[src/exe_pkg.sv]
package exe_pkg;

    // datapath widths
    localparam int WORD_W   = 32;
    localparam int HALF_W   = WORD_W / 2;
    localparam int SHAMT_W  = 5;
    localparam int NUM_REGS = 32;

    // byte distance to the fall-through instruction
    localparam int LINK_OFFSET = 4;

    typedef logic [WORD_W-1:0]           word_t;
    typedef logic [$clog2(NUM_REGS)-1:0] reg_addr_t;

    // raw opcode field, meaning depends on the lane-0 kind
    typedef logic [3:0] func_t;

    // unit that takes a lane-0 item
    typedef enum logic [1:0] {
        KIND_ALU,
        KIND_MUL,
        KIND_BR
    } kind_t;

    typedef enum logic [3:0] {
        ALU_ADD,
        ALU_SUB,
        ALU_SLT,
        ALU_SLTU,
        ALU_AND,
        ALU_OR,
        ALU_XOR,
        ALU_NOR,
        ALU_SLL,
        ALU_SRL,
        ALU_SRA,
        ALU_LUI
    } alu_op_t;

    // same codes as the branch condition field of the uop
    typedef enum logic [3:0] {
        BR_JIRL = 4'b0011,
        BR_B    = 4'b0100,
        BR_BL   = 4'b0101,
        BR_BEQ  = 4'b0110,
        BR_BNE  = 4'b0111,
        BR_BLT  = 4'b1000,
        BR_BGE  = 4'b1001,
        BR_BLTU = 4'b1010,
        BR_BGEU = 4'b1011
    } br_op_t;

    // low word, signed high word, unsigned high word
    typedef enum logic [1:0] {
        MUL_LO,
        MUL_HI,
        MUL_HIU
    } mul_op_t;

endpackage
[src/branch_resolve.sv]
`timescale 1ns/10ps

module branch_resolve import exe_pkg::*; (
    input  logic   en,
    input  br_op_t op,
    input  word_t  pc,
    input  word_t  pc_next,
    input  word_t  sr0,
    input  word_t  sr1,
    input  word_t  imm,
    output logic   taken,
    output word_t  target,
    output logic   link_en,
    output word_t  link_data,
    output logic   mispredict
);

    logic  cond;
    word_t actual_next;

    always_comb begin
        case (op)
            BR_JIRL, BR_B, BR_BL: begin
                cond = 1'b1;
            end
            BR_BEQ: begin
                cond = (sr0 == sr1);
            end
            BR_BNE: begin
                cond = (sr0 != sr1);
            end
            BR_BLT: begin
                cond = ($signed(sr0) < $signed(sr1));
            end
            BR_BGE: begin
                cond = ($signed(sr0) >= $signed(sr1));
            end
            BR_BLTU: begin
                cond = (sr0 < sr1);
            end
            BR_BGEU: begin
                cond = (sr0 >= sr1);
            end
            default: begin
                cond = 1'b0;
            end
        endcase
    end

    // jirl is register relative, the rest pc relative
    assign target    = (op == BR_JIRL) ? (sr0 + imm) : (pc + imm);
    assign link_data = pc + word_t'(LINK_OFFSET);

    assign actual_next = cond ? target : link_data;

    assign taken      = en && cond;
    assign link_en    = en && ((op == BR_BL) || (op == BR_JIRL));
    assign mispredict = en && (actual_next != pc_next);

endmodule

[config.mk]
export PLATFORM = sky130hd
export DESIGN_NAME = branch_resolve
export DESIGN_NICKNAME = d
export VERILOG_FILES = /design/src/exe_pkg.sv /design/src/branch_resolve.sv
export SDC_FILE = /design/constraint.sdc
export NUM_CORES = 1
export LEC_CHECK = 0
export BUFFER_PORTS_ARGS = -buffer_cell sky130_fd_sc_hd__buf_4
export CORE_ASPECT_RATIO = 1.2
export CORE_MARGIN = 4
export CORE_UTILIZATION = 40
export DETAILED_ROUTE_END_ITERATION = 10
export PLACE_DENSITY = 0.76
export SLEW_MARGIN = 20
export SYNTH_ARGS = -nofsm -noshare
export SYNTH_HDL_FRONTEND = slang
export SYNTH_SLANG_ARGS = --single-unit
[constraint.sdc]
create_clock -name vclk -period 8
set_input_delay 1.6 -clock vclk [all_inputs]
set_output_delay 1.6 -clock vclk [all_outputs]
set_load 0.03 [all_outputs]
==> metrics <==
DRC Markers=0; chip height=124.1 um; Global Route Usage Sum=28.70%; number of failing setup endpoints in the final timing report=0; die footprint=0.01300 mm2; fraction of the cycle the final worst path needs=94.89%; wire length of the first global-routing pass=29.66 mm; min cycle time layout=7.591 ns; number of antenna violations at the first check in global routing=0; detail-routed net length per standard cell=20.17 um; Antenna Violating Nets Remaining=0; achievable clock frequency=131.7 MHz; drt total wl=19.69 mm; starting density of the core=40.71%; HPWL after detailed placement=17.53 mm; signal arrival time at the worst endpoint=5.99 ns; Cell Area, Synth=0.004493 mm2; maximum number of pins on one net before global-route repair=35; number of library cell types mapped by synthesis=68; final sum of negative setup slack=0 ns; combined flip-flop and latch cell area=0 um2; area growth from synthesis to layout=41.72%; fill cell instance count of the final layout=1085; largest area contributor in the synthesized netlist=ha_1; fraction of layout instances using a drive strength above 1=32.94%; Vias per Instance=5.876; Critical Path Most Common Cell=a31oi_1; standard cell core area=0.01104 mm2; syn avg cell area=7.177 um2; max_cap viols=0; die span in x=104.8 um; ordered cell list for the critical path=buf_4, nor4bb_4, buf_6, mux2_2, ha_1, inv_1, fa_1, nor2b_1, o311ai_1, a21oi_1, a31oi_1, o211ai_1, a31oi_1, xor2_1, inv_1, o31ai_1, o22ai_1, and4b_1, a31oi_1, buf_4; P per Cell Area=100.2 mW/mm2; clock tree buffer count of the final layout=0; global route total overflow=0; VDD IR max=72.11 uV; count of hold-fix buffers inserted at cts=0; share of synthesized area occupied by flip-flops and latches=0%; YS warnings=0; GP Congestion=1.048; number of max-slew violations in the final report=0; CP Launch Type=input pin; Slew headroom=46.78%; via count of the first global-routing pass=5671; FFs & Latches=0; number of vias in the routed layout=5735; largest stage delay on the critical path=0.46 ns; First DRT Iteration DRCs=342; final core occ=57.70%; Pleak=3.183 nW; final number of hold-violating endpoints=0; maximum fanout count along the critical path=34; Worst Path Class, Setup=input pin to primary output; IO Count=232; synthesized netlist net count=856; router iterations before antenna repair=5; area of the multi-input gates=0.004187 mm2; Hold Crit Class=input pin to primary output; cell types with the largest area share after synthesis=ha_1 (18%), xnor2_1 (9.2%), xor2_1 (8.6%); required time at the endpoint of the critical path=6.40 ns; number of rows in the core area=42; highest-delay cell along the critical path=a31oi_1; Port Buffer Count=232; setup repair after global routing missed its margin=false; number of antenna repair diodes=0; Synth Instances=626; Crit. End Element=primary output; actual transition at the worst max-transition pin=0.7922 ns; top-area cell type share of the netlist area=17.82%; status=complete, no violations; count of nets after finishing=1076; post-CTS setup buffer count=0
==> kinds of logic (layout without fill, tap and decap cells) <==
kind of cell	Yosys count	in the layout	share of synthesized area [%]
multiplexers	34	34	8.410
adder cells (fa/ha/maj)	65	65	18.27
buffers and inverters	83	301	7.157
AO/OA/AOI/OAI	162	162	24.28
XOR/XNOR	96	96	20.30
AND/OR/NAND/NOR	186	186	21.58
==> critical path, delay by kind of cell <==
family / cells / cell delay, ns
XOR/XNOR: 1 / 0.26
AO/OA/AOI/OAI: 8 / 1.84
AND/OR/NAND/NOR: 3 / 0.63
multiplexers: 1 / 0.38
adder cells (fa/ha/maj): 2 / 0.41
buffers and inverters: 5 / 0.87
==> synth_stat cells (3+ instances only) <==
cell type	n
mux2_2	30
a31oi_1	11
ha_1	64
a21oi_1	44
o21a_1	3
a221oi_1	3
nand4_1	17
and3_1	8
xor2_1	44
nand2b_1	5
inv_1	66
clkbuf_1	13
nand3_1	25
o21bai_1	3
xnor2_1	47
nor4_1	5
o21ai_1	3
a21o_1	17
o21ai_0	20
a211o_1	4
a211oi_1	10
and2_1	4
or2_2	3
o31ai_1	3
nand3b_1	3
xnor3_1	3
nor2_1	40
o2111ai_1	3
nor3_1	14
nand2_1	41
and4_1	3
o211ai_1	7
o22ai_1	4
mux2i_1	4
nor2b_1	5
==> final cells by class <==
type / instances / share of cell area [%]
repair buffers: 235 / 27.77
well taps: 132 / 2.594
multi-input cells: 543 / 65.75
inverters: 66 / 3.891
==> power by group <==
part           internal, mW  total, mW  switching (mW)
clock network             0          0               0
registers                 0          0               0
logic                 0.266      0.638           0.372
==> per-layer routing <==
metal / track usage, % / routed length, um / up-vias
met5: 0 / 0 / -
met4: 16.65 / 1369 / 0
met3: 4.977 / 1680 / 72
met2: 52.41 / 9381 / 345
met1: 31.39 / 7255 / 2593
li1: - / - / 2725
==> cells in the final DEF (no fill, tap or decap), types with 4 or more instances in the layout <==
cell type,instances
a211oi_1,10
nand2b_1,5
xor2_1,44
nand3_1,25
and3_1,8
o211ai_1,7
nor4_1,5
nand2_1,41
and2_1,4
nor2b_1,5
a21o_1,17
buf_4,234
inv_1,66
nand4_1,17
o21ai_0,20
ha_1,64
mux2_2,30
a211o_1,4
nor3_1,14
nor2_1,40
a21oi_1,44
o22ai_1,4
mux2i_1,4
xnor2_1,47
a31oi_1,11
==> what timing repair did <==
action / CTS / global route
setup endpoints to repair: 0 / 1
endpoints found under the hold margin: 0 / 0
gates resized for setup: 0 / 1
==> per-stage QoR <==
step	setup slack [ns]	instances	instance area, um2	hold slack (ns)	total power, mW
2_1_floorplan	0.5057	626	4493	3.315	0.3840
3_5_place_dp	0.3745	976	6364	3.463	0.6303
3_3_place_gp	0.4016	976	6364	3.463	0.6286
6_report	0.4089	976	6367	3.457	0.6383
4_1_cts	0.3603	976	6364	3.463	0.6332
5_1_grt	0.07973	976	6367	3.469	0.6826
==> path summary, 6_finish.rpt <==
check,start,slack [ns],depth (start not counted),endpoint
setup / recovery,op[2],0.41,20,mispredict
hold / removal,pc[1],3.46,2,link_data[1]
No activity file was read; power rests on OpenSTA's default activity.
