$ cat src/exe_pkg.sv
package exe_pkg;

    // datapath widths
    localparam int WORD_W   = 32;
    localparam int HALF_W   = WORD_W / 2;
    localparam int SHAMT_W  = 5;
    localparam int NUM_REGS = 32;

    // byte distance to the fall-through instruction
    localparam int LINK_OFFSET = 4;

    typedef logic [WORD_W-1:0]           word_t;
    typedef logic [$clog2(NUM_REGS)-1:0] reg_addr_t;

    // raw opcode field, meaning depends on the lane-0 kind
    typedef logic [3:0] func_t;

    // unit that takes a lane-0 item
    typedef enum logic [1:0] {
        KIND_ALU,
        KIND_MUL,
        KIND_BR
    } kind_t;

    typedef enum logic [3:0] {
        ALU_ADD,
        ALU_SUB,
        ALU_SLT,
        ALU_SLTU,
        ALU_AND,
        ALU_OR,
        ALU_XOR,
        ALU_NOR,
        ALU_SLL,
        ALU_SRL,
        ALU_SRA,
        ALU_LUI
    } alu_op_t;

    // same codes as the branch condition field of the uop
    typedef enum logic [3:0] {
        BR_JIRL = 4'b0011,
        BR_B    = 4'b0100,
        BR_BL   = 4'b0101,
        BR_BEQ  = 4'b0110,
        BR_BNE  = 4'b0111,
        BR_BLT  = 4'b1000,
        BR_BGE  = 4'b1001,
        BR_BLTU = 4'b1010,
        BR_BGEU = 4'b1011
    } br_op_t;

    // low word, signed high word, unsigned high word
    typedef enum logic [1:0] {
        MUL_LO,
        MUL_HI,
        MUL_HIU
    } mul_op_t;

endpackage
$ cat src/mul_pipe.sv
`timescale 1ns/10ps

module mul_pipe import exe_pkg::*; (
    input  logic      clk,
    input  logic      rst,
    input  logic      kill,
    input  logic      en,
    input  mul_op_t   op,
    input  reg_addr_t rd,
    input  word_t     a,
    input  word_t     b,
    output logic      res_en,
    output reg_addr_t res_rd,
    output word_t     result
);

    logic [HALF_W-1:0]   a_lo, a_hi, b_lo, b_hi;
    logic                is_signed;
    word_t               adj;
    logic                valid_q;
    mul_op_t             op_q;
    reg_addr_t           rd_q;
    word_t               pp_ll, pp_lh, pp_hl, pp_hh, adj_q;
    logic [2*WORD_W-1:0] sum;

    assign {a_hi, a_lo} = a;
    assign {b_hi, b_lo} = b;

    // signed high word = unsigned high word minus the cross terms of the sign bits
    assign is_signed = (op != MUL_HIU);
    assign adj = ((is_signed && a[WORD_W-1]) ? b : '0) + ((is_signed && b[WORD_W-1]) ? a : '0);

    always_ff @(posedge clk) begin
        if (rst || kill) begin
            valid_q <= 1'b0;
        end else begin
            valid_q <= en;
        end
    end

    always_ff @(posedge clk) begin
        op_q  <= op;
        rd_q  <= rd;
        pp_ll <= a_lo * b_lo;
        pp_lh <= a_lo * b_hi;
        pp_hl <= a_hi * b_lo;
        pp_hh <= a_hi * b_hi;
        adj_q <= adj;
    end

    // second level
    assign sum = {pp_hh, pp_ll}
               + {{HALF_W{1'b0}}, pp_lh, {HALF_W{1'b0}}}
               + {{HALF_W{1'b0}}, pp_hl, {HALF_W{1'b0}}};

    always_comb begin
        case (op_q)
            MUL_LO: begin
                result = sum[WORD_W-1:0];
            end
            MUL_HI, MUL_HIU: begin
                result = sum[2*WORD_W-1:WORD_W] - adj_q;
            end
            default: begin
                result = '0;
            end
        endcase
    end

    assign res_en = valid_q;
    assign res_rd = rd_q;

endmodule

$ cat config.mk
export PLATFORM = sky130hd
export DESIGN_NAME = mul_pipe
export DESIGN_NICKNAME = d
export VERILOG_FILES = /design/src/exe_pkg.sv /design/src/mul_pipe.sv
export SDC_FILE = /design/constraint.sdc
export NUM_CORES = 2
export LEC_CHECK = 0
export BUFFER_PORTS_ARGS = -buffer_cell sky130_fd_sc_hd__buf_2
export CAP_MARGIN = 20
export CORE_ASPECT_RATIO = 0.9
export CORE_UTILIZATION = 40
export CTS_BUF_LIST = sky130_fd_sc_hd__clkbuf_4 sky130_fd_sc_hd__clkbuf_8
export DETAILED_ROUTE_END_ITERATION = 6
export PLACE_DENSITY = 0.66
export SLEW_MARGIN = 20
export SYNTH_ARGS = -nofsm -noshare
export SYNTH_HDL_FRONTEND = slang
export SYNTH_SLANG_ARGS = --single-unit
$ cat constraint.sdc
create_clock -name clk -period 11.4 [get_ports clk]
set_input_delay 1.14 -clock clk [delete_from_list [all_inputs] [get_ports clk]]
set_output_delay 1.14 -clock clk [all_outputs]
set_load 0.005 [all_outputs]
==> results.json <==
{
  "status": "finished, final reports clean",
  "synth_edf_count": 0,
  "yosysMostFrequentCell": "inv_1",
  "vias": 32700,
  "wirelength_um": 118400,
  "slew_headroom_pct": 28.81,
  "grt_overflow": 0,
  "hold_ws_ps": 704.2,
  "maxCapViolations": 0,
  "cts_buffers": 17,
  "end_kind": "primary output",
  "grt_max_degree": 63,
  "ys_seq_elements": 168,
  "cp_cell_sequence": "fa_1, ha_1, fa_1, a211oi_1, o21ai_1, o21ai_1, a21oi_1, o211ai_1, o21ai_2, o21ai_1, o211ai_1, a21oi_1, xnor2_1, ha_1, nor2b_1, o21ai_1, a21oi_1, a2111oi_0, a21oi_1, a21oi_1, a21oi_1, xnor3_1, o22ai_1, buf_2",
  "avgViaCountPerCell": 5.214,
  "cts_tree": "done",
  "worstSetupStartpointType": "flip-flop",
  "dp_hpwl_um": 89960,
  "max_freq_ghz": 0.1239,
  "cts_hold_buf": 0,
  "async_flop_share_pct": 0,
  "grt_pass1_vias": 33950,
  "drive_gt1_share_pct": 4.121,
  "dp_cells": 6234,
  "dieWidth_um": 347.9,
  "hold_path.class": "in2reg",
  "clock_path_buffers": 2,
  "std_cell_rows": 113,
  "hp-start": "rd[2]",
  "tns_ps": 0,
  "drc": 0,
  "synth.area.top_cells": "fa_1 38%, ha_1 15%, inv_1 8.3%, dfxtp_1 7.8%, and2_1 7.3%",
  "cts.sinks": 168,
  "cp_slowest_cell": "fa_1",
  "cpMostUsedCell": "a21oi_1",
  "worstHoldEndpoint": "res_rd[2]",
  "coreArea_sq_um": 106200,
  "area_growth_pct": 4.923,
  "io_pins": 113,
  "netlist.area_leader.share_pct": 37.69,
  "syn_area_sq_um": 43080,
  "path_class": "reg2out",
  "ant_nets": 0,
  "path_clk_slew_ps": 120,
  "antenna_found_initial": 12,
  "slew_violations": 0,
  "hold_viol": 0,
  "cp.depth": 24,
  "hold_depth": 1,
  "ctsResizeCount": 0,
  "min_period_over_period_pct": 70.79,
  "worst_pin_slew_ps": 1068,
  "max_stage_delay_ps": 500,
  "place.gp.congestion": 0.9138,
  "grt_pass1_wl_um": 191700,
  "synthFlopType": "dfxtp_1",
  "fin_nets": 6214,
  "stdcell_count": 6271,
  "root_buffer": "clkbuf_8",
  "first_iter_violations": 2648,
  "path_buf_inv": 1,
  "start_util_pct": 40.57,
  "dr.pass1.iters": 6,
  "wire_per_inst_um": 18.88,
  "die_h_um": 313.3,
  "crit_family": "compound AO/OA/AOI/OAI gates",
  "synth_fp_nets": 6279,
  "synth_common_cells": "955 x inv_1, 811 x fa_1, 618 x nand2_1",
  "final_util_pct": 42.57,
  "ys_seq_area_share_pct": 7.807,
  "post_cts_buffers": 0,
  "synth.avg_cell_area_sq_um": 8.826,
  "h-tree-depth": 4,
  "port_buffers": 112,
  "finalCriticalPeriod_ps": 8070,
  "cp_data_required_time_ps": 10260,
  "arrival_ps": 6930,
  "yosys_warnings": 0,
  "ys_types": 81,
  "dieArea_sq_um": 109000,
  "rsz0062_at_grt": "no",
  "grt_util_all_layers_pct": 22.50,
  "synth_area_leader_cell": "fa_1",
  "path_max_fanout": 7,
  "syn-instance-count": 4881,
  "setup_viol": 0
}
-- layout make-up --
cell class,instances,area (sq um)
Multi-Input combinational cell,3537,35300
Clock buffer,18,247.7
Fill cell,10530,60980
Sequential cell,168,3363
Clock inverter,14,151.4
Antenna cell,5,12.51
Tap cell,1437,1798
Inverter,957,3592
Timing Repair Buffer,135,733.2
-- per-stage QoR --
stage,setup WS (ps),cell area (sq um)
2_1_floorplan,4377,43080
3_3_place_gp,3627,44790
3_5_place_dp,3598,44790
4_1_cts,3482,45190
5_1_grt,3039,45190
6_report,3330,45200
-- kinds of logic after synthesis --
family,synth area share [%]
buf+inv,10.25
flops,7.807
xor+xnor,4.118
fa+ha+maj,52.56
simple gates,17.05
compound gates,8.208
-- state kept, by name, indices dropped and copies added (netlist names) --
register,flops
pp_ll,32
pp_hh,32
res_en,1
pp_lh,32
pp_hl,32
adj_q,32
op_q,2
res_rd,5
-- layout by cell type (no fill, tap or decap), types with 33 or more instances in the layout --
| cell | n |
|---|---|
| o21ai_1 | 47 |
| buf_2 | 112 |
| a21o_1 | 72 |
| o21a_1 | 33 |
| xnor2_1 | 136 |
| dfxtp_1 | 168 |
| ha_1 | 512 |
| xor2_1 | 64 |
| inv_1 | 955 |
| nor2_1 | 138 |
| nor3_1 | 33 |
| nand3_1 | 37 |
| o21ai_0 | 45 |
| and3_1 | 73 |
| nand2_1 | 618 |
| fa_1 | 811 |
| and2_1 | 505 |
| a21oi_1 | 160 |
-- how the worst max path moves through the flow --
stage / to / slack (ps) / start
after floorplan: pp_hl[30] / 4380 / a[31]
after global placement: pp_ll[30] / 3630 / b[1]
after detailed placement: pp_ll[30] / 3600 / b[1]
after CTS: result[31] / 3480 / pp_ll[17]
after global routing: result[31] / 3040 / pp_ll[17]
final: result[31] / 3330 / pp_ll[17]
-- metal layers --
metal / wire (um) / GRT usage, % / up-vias
met5: 38 / 0 / -
met3: 8786 / 3.166 / 130
li1: - / - / 14840
met1: 52470 / 31.92 / 16600
met4: 1869 / 4.155 / 6
met2: 55250 / 36.80 / 1125
Power is left out: the tool's default activity adds up to more than one toggle a clock period on the data nets, which glitch-free logic cannot reach.
