File: src/exe_pkg.sv
package exe_pkg;

    // datapath widths
    localparam int WORD_W   = 32;
    localparam int HALF_W   = WORD_W / 2;
    localparam int SHAMT_W  = 5;
    localparam int NUM_REGS = 32;

    // byte distance to the fall-through instruction
    localparam int LINK_OFFSET = 4;

    typedef logic [WORD_W-1:0]           word_t;
    typedef logic [$clog2(NUM_REGS)-1:0] reg_addr_t;

    // raw opcode field, meaning depends on the lane-0 kind
    typedef logic [3:0] func_t;

    // unit that takes a lane-0 item
    typedef enum logic [1:0] {
        KIND_ALU,
        KIND_MUL,
        KIND_BR
    } kind_t;

    typedef enum logic [3:0] {
        ALU_ADD,
        ALU_SUB,
        ALU_SLT,
        ALU_SLTU,
        ALU_AND,
        ALU_OR,
        ALU_XOR,
        ALU_NOR,
        ALU_SLL,
        ALU_SRL,
        ALU_SRA,
        ALU_LUI
    } alu_op_t;

    // same codes as the branch condition field of the uop
    typedef enum logic [3:0] {
        BR_JIRL = 4'b0011,
        BR_B    = 4'b0100,
        BR_BL   = 4'b0101,
        BR_BEQ  = 4'b0110,
        BR_BNE  = 4'b0111,
        BR_BLT  = 4'b1000,
        BR_BGE  = 4'b1001,
        BR_BLTU = 4'b1010,
        BR_BGEU = 4'b1011
    } br_op_t;

    // low word, signed high word, unsigned high word
    typedef enum logic [1:0] {
        MUL_LO,
        MUL_HI,
        MUL_HIU
    } mul_op_t;

endpackage
File: src/exe_result_if.sv
`timescale 1ns/10ps

// one lane's result at one pipeline level
interface exe_result_if import exe_pkg::*; ();

    logic      en;
    reg_addr_t rd;
    word_t     data;
    word_t     pc;

    modport src (
        output en,
        output rd,
        output data,
        output pc
    );

    modport sink (
        input en,
        input rd,
        input data,
        input pc
    );

endinterface

File: src/operand_forward.sv
`timescale 1ns/10ps

module operand_forward import exe_pkg::*; (
    input  reg_addr_t         eu0_rj,
    input  reg_addr_t         eu0_rk,
    input  reg_addr_t         eu1_rj,
    input  reg_addr_t         eu1_rk,
    input  word_t             data00,
    input  word_t             data01,
    input  word_t             data10,
    input  word_t             data11,
    exe_result_if.sink        mid0,
    exe_result_if.sink        mid1,
    exe_result_if.sink        out0,
    exe_result_if.sink        out1,
    output word_t             eu0_sr0,
    output word_t             eu0_sr1,
    output word_t             eu1_sr0,
    output word_t             eu1_sr1
);

    // newest producer first; lane 1 is younger than lane 0 at the same level
    function automatic word_t pick(input reg_addr_t src, input word_t rf);
        if (src == '0) begin
            return '0;
        end
        if (mid1.en && (mid1.rd == src)) begin
            return mid1.data;
        end
        if (mid0.en && (mid0.rd == src)) begin
            return mid0.data;
        end
        if (out1.en && (out1.rd == src)) begin
            return out1.data;
        end
        if (out0.en && (out0.rd == src)) begin
            return out0.data;
        end
        return rf;
    endfunction

    assign eu0_sr0 = pick(eu0_rj, data00);
    assign eu0_sr1 = pick(eu0_rk, data01);
    assign eu1_sr0 = pick(eu1_rj, data10);
    assign eu1_sr1 = pick(eu1_rk, data11);

endmodule

File: src/flat_wrapper.sv
// flat-port wrapper written by rule: the top's interface ports become plain ports
module operand_forward_flat import exe_pkg::*;
  (eu0_rj, eu0_rk, eu1_rj, eu1_rk, data00, data01, data10, data11, eu0_sr0, eu0_sr1, eu1_sr0, eu1_sr1, mid0_en, mid0_rd, mid0_data, mid0_pc, mid1_en, mid1_rd, mid1_data, mid1_pc, out0_en, out0_rd, out0_data, out0_pc, out1_en, out1_rd, out1_data, out1_pc);
  exe_result_if mid0_i ();
  exe_result_if mid1_i ();
  exe_result_if out0_i ();
  exe_result_if out1_i ();
  input  reg_addr_t eu0_rj;
  input  reg_addr_t eu0_rk;
  input  reg_addr_t eu1_rj;
  input  reg_addr_t eu1_rk;
  input  word_t data00;
  input  word_t data01;
  input  word_t data10;
  input  word_t data11;
  output word_t eu0_sr0;
  output word_t eu0_sr1;
  output word_t eu1_sr0;
  output word_t eu1_sr1;
  input wire logic [$bits(mid0_i.en)-1:0] mid0_en;
  input wire logic [$bits(mid0_i.rd)-1:0] mid0_rd;
  input wire logic [$bits(mid0_i.data)-1:0] mid0_data;
  input wire logic [$bits(mid0_i.pc)-1:0] mid0_pc;
  input wire logic [$bits(mid1_i.en)-1:0] mid1_en;
  input wire logic [$bits(mid1_i.rd)-1:0] mid1_rd;
  input wire logic [$bits(mid1_i.data)-1:0] mid1_data;
  input wire logic [$bits(mid1_i.pc)-1:0] mid1_pc;
  input wire logic [$bits(out0_i.en)-1:0] out0_en;
  input wire logic [$bits(out0_i.rd)-1:0] out0_rd;
  input wire logic [$bits(out0_i.data)-1:0] out0_data;
  input wire logic [$bits(out0_i.pc)-1:0] out0_pc;
  input wire logic [$bits(out1_i.en)-1:0] out1_en;
  input wire logic [$bits(out1_i.rd)-1:0] out1_rd;
  input wire logic [$bits(out1_i.data)-1:0] out1_data;
  input wire logic [$bits(out1_i.pc)-1:0] out1_pc;
  assign mid0_i.en = mid0_en;
  assign mid0_i.rd = mid0_rd;
  assign mid0_i.data = mid0_data;
  assign mid0_i.pc = mid0_pc;
  assign mid1_i.en = mid1_en;
  assign mid1_i.rd = mid1_rd;
  assign mid1_i.data = mid1_data;
  assign mid1_i.pc = mid1_pc;
  assign out0_i.en = out0_en;
  assign out0_i.rd = out0_rd;
  assign out0_i.data = out0_data;
  assign out0_i.pc = out0_pc;
  assign out1_i.en = out1_en;
  assign out1_i.rd = out1_rd;
  assign out1_i.data = out1_data;
  assign out1_i.pc = out1_pc;
  operand_forward u_core (.eu0_rj(eu0_rj), .eu0_rk(eu0_rk), .eu1_rj(eu1_rj), .eu1_rk(eu1_rk), .data00(data00), .data01(data01), .data10(data10), .data11(data11), .mid0(mid0_i), .mid1(mid1_i), .out0(out0_i), .out1(out1_i), .eu0_sr0(eu0_sr0), .eu0_sr1(eu0_sr1), .eu1_sr0(eu1_sr0), .eu1_sr1(eu1_sr1));
endmodule
File: config.mk
export PLATFORM = sky130hd
export DESIGN_NAME = operand_forward_flat
export DESIGN_NICKNAME = d
export VERILOG_FILES = /design/src/exe_pkg.sv /design/src/exe_result_if.sv /design/src/operand_forward.sv /design/src/flat_wrapper.sv
export SDC_FILE = /design/constraint.sdc
export NUM_CORES = 1
export LEC_CHECK = 0
export ABC_AREA = 1
export ABC_CLOCK_PERIOD_IN_PS = 2700
export BUFFER_PORTS_ARGS = -buffer_cell sky130_fd_sc_hd__buf_2
export CAP_MARGIN = 40
export CORE_AREA = 2 2 219 221
export DETAILED_ROUTE_END_ITERATION = 7
export DIE_AREA = 0 0 221 223
export PLACE_DENSITY = 0.4
export RECOVER_POWER = 50
export SYNTH_ARGS = -nofsm -noshare
export SYNTH_HDL_FRONTEND = slang
export SYNTH_SLANG_ARGS = --single-unit
File: constraint.sdc
create_clock -name vclk -period 2.7
set_clock_uncertainty 0.15 [all_clocks]
set_input_delay 0.675 -clock vclk [all_inputs]
set_output_delay 0.675 -clock vclk [all_outputs]
set_load 0.03 [all_outputs]
==> out/summary.txt <==
largest net degree at the start of global routing - 41
CP Cell Sequence - buf_8, clkinvlp_4, buf_6, nand2_2, nand2_2, nor2_4, buf_12, buf_12, nand3_2, nand3_2, nand2_2, a21oi_4, buf_6
maximum vdd drop - 0.000128 V
initial core utilization - 16.9%
Final Max Slew Viols - 0
Die Wd - 221 microns
drt pass-1 iters - 5
Core Box Area - 47100 sq um
Critical Path Source Type - input pin
DIE AREA - 49300 sq um
vias in the first global route - 14.1k
Synth top cells by count - nand2_1 (664), nor2_1 (289), nand3_1 (272), a21oi_1 (200), buf_2 (92)
initial antenna violation count - 9
crit share post-route - 115%
top-count cell post-synth - nand2_1
global-route wire length before repair - 96.2 mm
Max stage delay on crit path - 0.21 ns
synth top area cells - nand2_1 (31%), nand3_1 (17%), nor2_1 (14%), a21oi_1 (13%), a21oi_2 (7.9%)
cell mode on critical path - nand2_2
Final Hold Viols - 0
Synth area leader - nand2_1
vias per cell - 5.03
via count - 14.6k
CP endpoint kind - output pin
Post-CTS Hold Fix Bufs - 0
sequential cell area fraction in the yosys report - 0%
Setup CP Type - in2out
Clock buffer cells - 0
min Tclk post-route - 3.10 ns
Worst Path Max Fanout - 5
share of cells above drive strength 1 - 52.1%
unrepaired setup endpoints after global routing - true
wire per inst - 24.8 microns
DRT Wirelength - 72.0 mm
Mapped Nets - 2192
failing checks - setup timing
power per cell area - 195 nW/um^2
Gate Count Post-Synth - 1764
DRT iter0 DRCs - 1255
GPL Wtd Cong - 0.917
# IOs - 556
# port buffers - 428
Seq cells - 0
MaxCap Viol Count - 0
Layout Area Growth over Synthesis - 125%
outcome - finished with violations
Rows - 80
Synth cell types - 21
Hold WC Path Type - in2out
Die Y - 223 microns
mapped cell area - 7960 sq um
slowest stage cell, crit path - a21oi_4
hold depth - 6
slew margin rel. - 77.4%
Slew @ Worst Pin - 0.339 ns
Detail Route Antenna Nets - 0
CP Data Arrival Time - 2.27 ns
Critical Path Sink - eu0_sr1[8]
register area - 0 sq um
gr ovfl total - 0
Crit. Startpoint - out0_rd[2]
Post-Syn Area per Cell - 4.51 sq um
DPL Wire Length - 46.3 mm
hold slack - 1.67 ns
Synth top area share - 31.3%
worst endpoint required time - 1.88 ns
Fmax - 323 MHz
final setup vio count - 128
leakage power - 8.73 nW
Total Power - 0.00349 W
Layout Nets - 2714
DRC - 0
Ys Warns - 0
GRT Overall Usage - 25.8%
slack of the critical path - -0.400 ns
-- report_power, final --
group             internal, W  switching (W)       total [W]
logic                 0.00149        0.00199         0.00349
clock network  0.000000000448              0  0.000000000448
registers                   0              0               0
total                 0.00149        0.00199         0.00349
-- critical path: cells and delay by family --
family | cells | cell delay, ns
AO/OA/AOI/OAI | 1 | 0.21
buffers and inverters | 6 | 0.84
AND/OR/NAND/NOR | 6 | 0.54
-- kinds of logic after synthesis --
| kind of cell | count (synthesis) | share of synthesized area, % |
|---|---|---|
| buffers and inverters | 212 | 12.1 |
| xor gates and xnor gates | 16 | 1.76 |
| AOI/OAI and AO/OA | 280 | 21.0 |
| and+or+nand+nor | 1256 | 65.1 |
-- worst min-delay path by stage --
| stage | from | to |
|---|---|---|
| global placement | data11[0] | eu1_sr1[0] |
| global route | data10[2] | eu1_sr0[2] |
| CTS | mid0_data[11] | eu0_sr0[11] |
| floorplan | mid1_data[11] | eu0_sr0[11] |
| detailed placement | data11[0] | eu1_sr1[0] |
| finish | data10[2] | eu1_sr0[2] |
-- cell type report --
cell class	count	area (sq um)
fill	5028	29300
inverter	79	353
multi-input combinational	1552	9700
antenna	9	22.5
timing repair buffer	653	7040
tap	615	769
-- metrics by stage --
step                      TNS, ns  std cells  instance area (sq um)  utilization (%)  setup WS [ns]
after detailed placement   -54.32       2792                  13000             27.6         -0.517
after floorplan           -0.0287       1764                   9120                -        -0.0287
after global placement     -54.29       2792                  13000             27.6         -0.509
final                      -41.16       2908                  17900             37.9         -0.400
after global routing       -52.25       2905                  17900             37.9         -0.505
after CTS                  -39.97       2863                  16000             33.8         -0.381
-- timing repair --
action                                  in CTS  in global routing
setup buffers                               41                 16
gates cloned                                31                 21
pin swaps                                  111                121
endpoints found under the hold margin        0                  0
endpoints found under the setup margin     128                128
gates resized for setup                    496                358
-- routing by layer --
layer	track usage (%)	part of all wire, %	up-vias	routed length (microns)
li1	-	-	6771	-
met1	33.6	43	7008	30800
met2	44.4	48	698	34500
met3	2.81	5.8	146	4170
met4	8.72	3.5	4	2550
met5	0	0.037	-	27
-- layout by cell type, fill, tap and decap left out, drive strengths merged --
cell type / instances
nand3: 276
nor3: 4
bufbuf: 1
buf: 628
o21ai: 8
clkbuf: 24
xnor2: 16
clkinvlp: 1
nor2: 300
nand2: 664
nand4: 12
inv: 78
a21oi: 272
diode: 9
Power figures use the tool's default switching activity.
